$ cat src/hdl/sdram_cfg_pkg.sv
package sdram_cfg_pkg;

    // Geometry, word address is {bank, row[11:0], column}
    localparam int addr_w = 23;  // Word address
    localparam int data_w = 16;  // DQ width
    localparam int col_w  = 9;   // Column bits
    localparam int row_w  = 13;  // Row bits, also the A bus width
    localparam int ba_w   = 2;   // Four banks
    localparam int len_w  = 9;   // Burst length up to 256

    // Waits in sys_clk cycles at a 20 ns period
    localparam logic [15:0] t_powerup = 16'd10000;  // 200 us after power-up
    localparam logic [3:0]  t_rp      = 4'd2;       // Precharge to activate
    localparam logic [3:0]  t_rcd     = 4'd2;       // Activate to read or write
    localparam logic [3:0]  t_rfc     = 4'd4;       // Refresh cycle time
    localparam logic [3:0]  t_mrd     = 4'd2;       // Mode load to first command
    localparam logic [3:0]  t_wr      = 4'd2;       // Write recovery before precharge

    localparam int cas_lat = 2;  // Read data lands two cycles after READ

    // 8192 rows in 64 ms gives one refresh per 7.8 us
    localparam logic [11:0] refresh_interval = 12'd390;

    // Mode register fields
    localparam logic [12:0] mode_word = {
        3'b000,  // Reserved
        1'b1,    // Single access writes
        2'b00,   // Standard operation
        3'b010,  // CAS latency 2
        1'b0,    // Sequential
        3'b000   // Burst length 1
    };

endpackage
$ cat src/hdl/sdram_cmd_pkg.sv
package sdram_cmd_pkg;

    import sdram_cfg_pkg::*;

    // Encoded as {ras_n, cas_n, we_n}
    typedef enum logic [2:0] {
        nop        = 3'b111,
        active     = 3'b011,
        read       = 3'b101,
        write      = 3'b100,
        burst_term = 3'b110,
        precharge  = 3'b010,
        refresh    = 3'b001,
        load_mode  = 3'b000
    } sdram_cmd_e;

    typedef enum logic [3:0] {
        c_idle,     // Waits for init, refresh or a request
        c_refresh,  // Refresh in progress
        c_rcd,      // Row activated, waiting t_rcd
        c_write,    // One WRITE per cycle
        c_read,     // One READ per cycle
        c_rec       // Auto-precharge recovery
    } ctrl_state_e;

    typedef enum logic [2:0] {
        ts_idle,
        ts_write,
        ts_read
    } test_state_e;

    typedef struct packed {
        logic             cke;
        logic             cs_n;
        logic             ras_n;
        logic             cas_n;
        logic             we_n;
        logic [ba_w-1:0]  ba;
        logic [row_w-1:0] addr;
    } sdram_pins_t;

    typedef struct packed {
        logic [addr_w-1:0] addr;  // Start word
        logic [len_w-1:0]  len;   // 1 to 256 words, same row
    } burst_req_t;

    // Selected chip with clock enabled
    function automatic sdram_pins_t mk_pins(sdram_cmd_e cmd, logic [ba_w-1:0] ba,
                                            logic [row_w-1:0] addr);
        sdram_pins_t p;
        p.cke  = 1'b1;
        p.cs_n = 1'b0;
        {p.ras_n, p.cas_n, p.we_n} = cmd;
        p.ba   = ba;
        p.addr = addr;
        return p;
    endfunction

endpackage

$ cat src/hdl/sdram_init_seq.sv
`timescale 1ns/1ps

module sdram_init_seq
    import sdram_cfg_pkg::*;
    import sdram_cmd_pkg::*;
(
    input  logic        sys_clk,
    input  logic        reset_n,
    output sdram_pins_t init_pins,
    output logic        init_done
);

    // Each step issues its command once the previous wait has run out
    typedef enum logic [2:0] {
        i_pwr,   // Power-up wait, cke low
        i_pre,   // After precharge-all
        i_ref1,  // After first refresh
        i_ref2,  // After second refresh
        i_mrs,   // After mode load
        i_done
    } init_state_e;

    init_state_e state;
    logic [15:0] cnt;  // Remaining wait cycles

    always_ff @(posedge sys_clk) begin
        if (!reset_n) begin
            state         <= i_pwr;
            cnt           <= t_powerup - 16'd1;
            init_pins     <= mk_pins(nop, '0, '0);
            init_pins.cke <= 1'b0;                       // Held low until first command
            init_done     <= 1'b0;
        end else begin
            init_pins     <= mk_pins(nop, '0, '0);
            init_pins.cke <= (state != i_pwr);
            if (cnt != 16'd0) begin
                cnt <= cnt - 16'd1;
            end else begin
                case (state)
                    i_pwr: begin
                        init_pins <= mk_pins(precharge, '0, 13'h0400);  // A10 selects all banks
                        cnt       <= 16'(t_rp);
                        state     <= i_pre;
                    end
                    i_pre, i_ref1: begin
                        init_pins <= mk_pins(refresh, '0, '0);
                        cnt       <= 16'(t_rfc);
                        state     <= (state == i_pre) ? i_ref1 : i_ref2;
                    end
                    i_ref2: begin
                        init_pins <= mk_pins(load_mode, '0, mode_word);
                        cnt       <= 16'(t_mrd);
                        state     <= i_mrs;
                    end
                    i_mrs: begin
                        init_done <= 1'b1;               // Stays set until reset
                        state     <= i_done;
                    end
                    default: state <= i_done;
                endcase
            end
        end
    end

endmodule

$ cat config.mk
export PLATFORM = sky130hd
export DESIGN_NAME = sdram_init_seq
export DESIGN_NICKNAME = d
export VERILOG_FILES = /design/src/hdl/sdram_cfg_pkg.sv /design/src/hdl/sdram_cmd_pkg.sv /design/src/hdl/sdram_init_seq.sv
export SDC_FILE = /design/constraint.sdc
export NUM_CORES = 1
export LEC_CHECK = 0
export ABC_CLOCK_PERIOD_IN_PS = 2650
export BUFFER_PORTS_ARGS = -buffer_cell sky130_fd_sc_hd__buf_2
export CAP_MARGIN = 15
export CELL_PAD_IN_SITES_DETAIL_PLACEMENT = 1
export CELL_PAD_IN_SITES_GLOBAL_PLACEMENT = 2
export CORE_MARGIN = 2
export CORE_UTILIZATION = 33
export CTS_BUF_LIST = sky130_fd_sc_hd__clkbuf_8 sky130_fd_sc_hd__clkbuf_16
export CTS_CLUSTER_SIZE = 10
export DETAILED_ROUTE_END_ITERATION = 6
export PLACE_DENSITY_LB_ADDON = 0.25
export SYNTH_ARGS = -nofsm -noshare
export SYNTH_HDL_FRONTEND = slang
export SYNTH_SLANG_ARGS = --single-unit
$ cat constraint.sdc
create_clock -name sys_clk -period 2.65 [get_ports sys_clk]
set_input_delay 0.265 -clock sys_clk [delete_from_list [all_inputs] [get_ports sys_clk]]
set_output_delay 0.265 -clock sys_clk [all_outputs]
set_load 0.05 [all_outputs]
==> metrics.cfg, run 1 <==
[clock_network]
cts.sinks=26
cts_root_buf=clkbuf_8
cts_buffer_depth=2
cts_max_level=1
clkLatencyLatePin_ns=0.27
clkTransAtPathRegs_ns=0.09
cts_setup_buffers=0
cts_made_buffers=3
cts_resized=0
hold_buffers=0
cts_tree=done

[setup_path]
path_max_fanout=10
cp-start-kind=flip-flop
worstPathArrival_ns=2.33
crit_path_end_kind=flip-flop
worst_ep_required_time_ns=2.82
setup.worst_path.class=reg -> reg

[yosys]
ys_warn_count=0
synthTopCellsByArea=dfxtp_1 (39%), buf_4 (8.5%), xnor2_1 (4.6%), mux2i_1 (3.0%), o21ai_0 (3.0%)
yosys-top-cells-count=dfxtp_1 (26), buf_4 (15), nand2_1 (8), o21ai_0 (8), xnor2_1 (7)
synth_most_common_cell=dfxtp_1
seq_area_frac_synth_pct=39.5
synth_seq_cells=26
netlist.area_leader.share_pct=39.5
synth-edff-count=0
yosysTopAreaCell=dfxtp_1
syn_area_um2=1320
synth_cells=139
ys_async_sr_fraction_pct=0
yosysUniqueCellTypes=40
synth-main-ff-cell=dfxtp_1
syn_area_per_cell_um2=9.49

[route]
routedWlPerCell_um=13.7
drt_iter0_drc=16
drc=0
firstDrtPassIters=4
via_per_inst=4.97
ant_nets=0
wirelength_um=2610
vias=950

[placement]
port_buffers=9
gp_congestion=0.775
dpl.hpwl_um=1870
placed_area_um2=1320

[sta]
drv_slew=0
setup_violations=0
hold_violations=0
fin_skew_ns=0.00389
fmax_ghz=0.462
setup_tns_ns=0
fin_crit_sh_pct=81.7
period_needed_ns=2.17
rsz0062_at_grt=no

[floorplanning]
fp.coreArea_um2=3740
io_pins=23
fp.dieArea_um2=4520
die_h_um=67.2
rows=22
initial_core_util_pct=35.2
die_w_um=67.2

[cells_and_area]
drive_gt1_share_pct=20.3
antenna_cells=0
final_area_um2=1390
fillers=457
fin_util_pct=37.2
area_delta_synth_final_pct=5.69
nets=148

[run_status]
status=completed

[min_path]
hold_path.class=in -> reg

[flow_run]
maxCapViolations=0

[global_routing]
grt_max_degree=28
grt_antenna_before_repair=0
overflow=0
groute.usage.overall_pct=13.0
grt_pass1_vias=895
grt_pass1_wl_um=4420

[pwr]
p_per_area_nw_per_um2=568
p_leak_nw=0.514
peakVddDrop_mv=0.160

[critical path, cell delays in order, from the launching register on]
cell and delay (ns):
dfxtp_1 0.37, or4_1 0.74, nor4_1 0.39, nand3b_1 0.22
or2_2 0.35
[cells by family after synthesis]
group                    synth area share, %
AO/OA/AOI/OAI                           10.1
AND/OR/NAND/NOR                         26.4
multiplexers                            3.89
adder cells (fa/ha/maj)                 1.90
other                                  0.284
flip-flops                              39.5
XOR/XNOR                                4.65
buffers and inverters                   13.4
[through the flow]
stage	instances	total power, W	setup WS, ns	hold WS [ns]
floorplan	151	0.000478	0.616	0.443
global placement	187	0.000466	0.546	0.461
detailed placement	187	0.000468	0.514	0.469
CTS	191	0.000801	0.466	0.369
global route	191	0.000822	0.313	0.412
finish	191	0.000791	0.485	0.369
[path summary, 6_finish.rpt]
check | from | endpoint | slack (ns) | cells after the start
setup / recovery | cnt[4]$_SDFFE_PN0P_ | init_pins[16]$_SDFF_PP1_ | 0.48 | 4
hold / removal | reset_n | cnt[1]$_SDFFE_PN1P_ | 0.37 | 2
setup reg to reg | cnt[4]$_SDFFE_PN0P_ | init_pins[16]$_SDFF_PP1_ | 0.48 | 4
hold reg to reg | cnt[15]$_SDFFE_PN0P_ | cnt[15]$_SDFFE_PN0P_ | 0.48 | 2
[metal layers]
layer	vias up	global-route usage (%)	share of wire, %
met3	4	2.17	3.2
met1	461	18.2	50
met5	-	0	0
li1	472	-	-
met2	13	20.3	45
met4	0	4.59	1.1
[report_power, final]
part,internal (W),switching [W],total [W]
Combinational,0.00000887,0.0000511,0.0000599
Sequential,0.000394,0.00000416,0.000398
Clock,0.000202,0.000131,0.000333
[sequential cells by signal (all words and copies together), names as in the netlist]
| signal | count |
|---|---|
| init_pins | 6 |
| cnt | 16 |
| state | 3 |
| init_done | 1 |
[final cells by class]
| class | instances | area, um2 | area share [%] |
|---|---|---|---|
| Clock inverter | 1 | 30.0 | 2.15 |
| Sequential cell | 26 | 520 | 37.3 |
| Tap cell | 48 | 60.1 | 4.31 |
| Inverter | 2 | 7.51 | 0.539 |
| Timing Repair Buffer | 12 | 67.6 | 4.85 |
| Clock buffer | 3 | 41.3 | 2.96 |
| Multi-Input combinational cell | 99 | 667 | 47.8 |
[cell usage in the layout (no fill, tap or decap), types with 2 or more instances in the layout]
| master | synthesis | final |
|---|---|---|
| nand2b_1 | 4 | 4 |
| or3_1 | 2 | 2 |
| nor2_1 | 5 | 5 |
| buf_2 | 0 | 9 |
| nor4_1 | 6 | 6 |
| a21boi_0 | 2 | 2 |
| conb_1 | 1 | 13 |
| nor3_1 | 4 | 4 |
| or3_2 | 2 | 2 |
| nor2b_1 | 2 | 2 |
| xnor2_1 | 7 | 7 |
| mux2i_1 | 4 | 4 |
| ha_1 | 2 | 2 |
| nand3b_1 | 2 | 2 |
| inv_1 | 2 | 2 |
| or4_1 | 4 | 4 |
| buf_4 | 15 | 3 |
| nand2_1 | 8 | 8 |
| nand3_1 | 2 | 2 |
| clkbuf_8 | 0 | 3 |
| a31oi_1 | 2 | 2 |
| or2_2 | 3 | 3 |
| o211ai_1 | 2 | 2 |
| o21ai_0 | 8 | 8 |
| dfxtp_1 | 26 | 26 |
Note: power is estimated with default switching activity, not from simulation.
==> run 2, diff against run 1 <==
--- a/config.mk
+++ b/config.mk
@@ -5,13 +5,13 @@
 export SDC_FILE = /design/constraint.sdc
 export NUM_CORES = 1
 export LEC_CHECK = 0
-export ABC_CLOCK_PERIOD_IN_PS = 2650
+export ABC_CLOCK_PERIOD_IN_PS = 1900
 export BUFFER_PORTS_ARGS = -buffer_cell sky130_fd_sc_hd__buf_2
 export CAP_MARGIN = 15
 export CELL_PAD_IN_SITES_DETAIL_PLACEMENT = 1
 export CELL_PAD_IN_SITES_GLOBAL_PLACEMENT = 2
 export CORE_MARGIN = 2
-export CORE_UTILIZATION = 33
+export CORE_UTILIZATION = 30
 export CTS_BUF_LIST = sky130_fd_sc_hd__clkbuf_8 sky130_fd_sc_hd__clkbuf_16
 export CTS_CLUSTER_SIZE = 10
 export DETAILED_ROUTE_END_ITERATION = 6
==> constraint.sdc (replaced) <==
create_clock -name sys_clk -period 1.9 [get_ports sys_clk]
set_input_delay 0.19 -clock sys_clk [delete_from_list [all_inputs] [get_ports sys_clk]]
set_output_delay 0.19 -clock sys_clk [all_outputs]
set_load 0.05 [all_outputs]
==> run 2 against run 1 <==
  * The flow now finishes with violations (setup timing)
  * Critical endpoint is now state[1]$_SDFFE_PN0N_
  * Core utilization up 0.88 points
  * Maximum frequency up 12%
  * Hold slack worse by 0.058 ns
  * Sequential power up 40%
  * Critical path depth up 2
  * Combinational power up 70%
  * Global-route usage down 0.078 points
==> metrics.cfg, run 2 (synthesized netlist as in run 1, its figures left out) <==
[pwr]
p_int_w=0.000857  ; +42%
p_per_area_nw_per_um2=685  ; +21%
clkPwrFrac_pct=41.3  ; -0.8 points
power_frac_comb_pct=9.1  ; +1.5 points
seqPwrFrac_pct=49.6  ; -0.8 points
p_leak_nw=0.619  ; +21%
peakVddDrop_mv=0.368  ; +130%
switching_power_w=0.000263  ; +41%
p_sw_share_pct=23.5  ; -0.026 points

[cells_and_area]
area_delta_synth_final_pct=24.1
drive_gt1_share_pct=39.3  ; +19 points
fin_util_pct=38.1  ; +0.88 points
stdcell_count=215  ; +13%
largest_register_ff_count=16  ; unchanged
largest-register=cnt
reg_top3=cnt x16, init_pins x6, state x3
final_cell_mix=dfxtp_1 (22), buf_4 (17), conb_1 (13)
antenna_cells=0  ; unchanged
nets=168  ; +14%
layout_commonest_cell=dfxtp_1

[placement]
numPlacedInstances=208  ; +11%
dpl.hpwl_um=2090  ; +12%
gp_congestion=0.771  ; -0.44%
port_buffers=9  ; unchanged
dp_slack_ns=-0.0828  ; -0.597 ns

[route]
drt_iter0_drc=37  ; +21
via_per_inst=4.73  ; -5.0%
vias=1016  ; +6.9%
drc=0  ; unchanged
firstDrtPassIters=2  ; -2
routedWlPerCell_um=13.7  ; +0.52%
ant_nets=0  ; unchanged
wirelength_um=2950  ; +13%

[clock_network]
cts.sinks=26  ; unchanged
clkTransAtPathRegs_ns=0.10  ; about the same
cts_root_buf=clkbuf_8
cts_tree=done
cts_made_buffers=3  ; unchanged
hold_buffers=0  ; unchanged
cts_buffer_depth=2  ; unchanged
cts_max_level=1  ; unchanged
clkLatencyLatePin_ns=0.27  ; about the same

[sta]
period_needed_ns=1.93  ; -0.236 ns
worst_slack_ns=-0.0296  ; -0.514 ns
drv_slew=0  ; unchanged
fin_skew_ns=0.00433  ; +0.000438 ns
setup_violations=5  ; +5
rsz0062_at_grt=yes
hold_violations=0  ; unchanged
holdWs_ns=0.311  ; -0.0583 ns
fin_crit_sh_pct=102  ; +20 points
fmax_ghz=0.518  ; +12%
setup_tns_ns=-0.0798  ; -0.0798 ns

[setup_path]
crit_path_end_kind=flip-flop
worstPathArrival_ns=2.10  ; -0.23 ns
path_max_fanout=12  ; +2
setup.worst_path.class=reg -> reg
worstReg2RegStart=cnt[6]$_SDFFE_PN0P_
cp-start-kind=flip-flop
worstSetupStartpoint=cnt[6]$_SDFFE_PN0P_
worst_ep_required_time_ns=2.07  ; -0.75 ns
r2r_slack_ns=-0.03  ; -0.51 ns

[flow_run]
maxCapViolations=0  ; unchanged

[global_routing]
grt_antenna_before_repair=0  ; unchanged
overflow=0  ; unchanged
grt_max_degree=28  ; unchanged
grt_pass1_vias=1054  ; +18%
groute.usage.overall_pct=13.0  ; -0.078 points
grt_pass1_wl_um=5120  ; +16%

[floorplanning]
fp.dieArea_um2=4940  ; +9.4%
rows=24  ; +9.1%
fp.coreArea_um2=4290  ; +15%
io_pins=23  ; unchanged
initial_core_util_pct=30.7  ; -4.5 points
die_w_um=70.3  ; +4.6%
die_h_um=70.3  ; +4.6%

[min_path]
hold_path.class=in -> reg
hold_start=reset_n

[run_status]
status=finished with violations
violations=setup timing

-- run 2: changes by cell type in the layout (fill, tap and decap cells not counted), moves of 3 or more --
cell and delta:
buf_6 +6, nor4_2 +3, dfxtp_1 -4, buf_4 +14
nor4_1 -3, dfxtp_2 +3
-- run 2: final cells by class --
cell class              instances  area, um2
clock buffers                   3       41.3
clock inverters                 1       30.0
fillers                       493       2660
inverters                       2       7.51
multi-input cells              99        724
flip-flops and latches         26        528
well taps                      52       65.1
repair buffers                 32        240
-- run 2: power groups by stage --
stage / sequential (W) / clock, W / combinational (W)
2_1_floorplan: 0.000568 / 0 / 0.000100
3_3_place_gp: 0.000569 / 0 / 0.0000947
3_5_place_dp: 0.000569 / 0 / 0.0000952
4_1_cts: 0.000556 / 0.000481 / 0.0000982
5_1_grt: 0.000556 / 0.000503 / 0.000109
6_report: 0.000556 / 0.000463 / 0.000102
-- run 2: routing by layer --
| metal | routed length (um) | part of all wire, % | GRT usage (%) | vias up |
|---|---|---|---|---|
| met2 | 1430 | 48 | 21.4 | 10 |
| met1 | 1440 | 49 | 17.6 | 492 |
| met4 | 33 | 1.1 | 4.49 | 0 |
| met3 | 49 | 1.7 | 1.30 | 2 |
| li1 | - | - | - | 512 |
| met5 | 0 | 0 | 0 | - |
-- run 2: stage by stage --
| step | power, W | area [um2] |
|---|---|---|
| after floorplan | 0.000668 | 1370 |
| after global placement | 0.000664 | 1460 |
| after detailed placement | 0.000664 | 1460 |
| after CTS | 0.00114 | 1590 |
| after global routing | 0.00117 | 1640 |
| final | 0.00112 | 1640 |
-- run 2: path summary, 6_finish.rpt --
path,end,cells after the start
max,state[1]$_SDFFE_PN0N_,6
min,cnt[1]$_SDFFE_PN1P_,2
max reg2reg,state[1]$_SDFFE_PN0N_,6
min reg2reg,cnt[15]$_SDFFE_PN0P_,2
-- run 2: worst max-delay path, stage by stage, from the launching register on --
cell and delay, ns:
dfxtp_1 0.32, or4_4 0.56, buf_6 0.14, nor4_4 0.30, buf_6 0.20, o21ai_2 0.07
a32o_1 0.23
-- run 2: timing repair --
item,4_1_cts,5_1_grt
gates cloned,0,0
pin swaps,2,1
gates resized for setup,13,9
buffers inserted,2,1
setup endpoints to repair,9,22
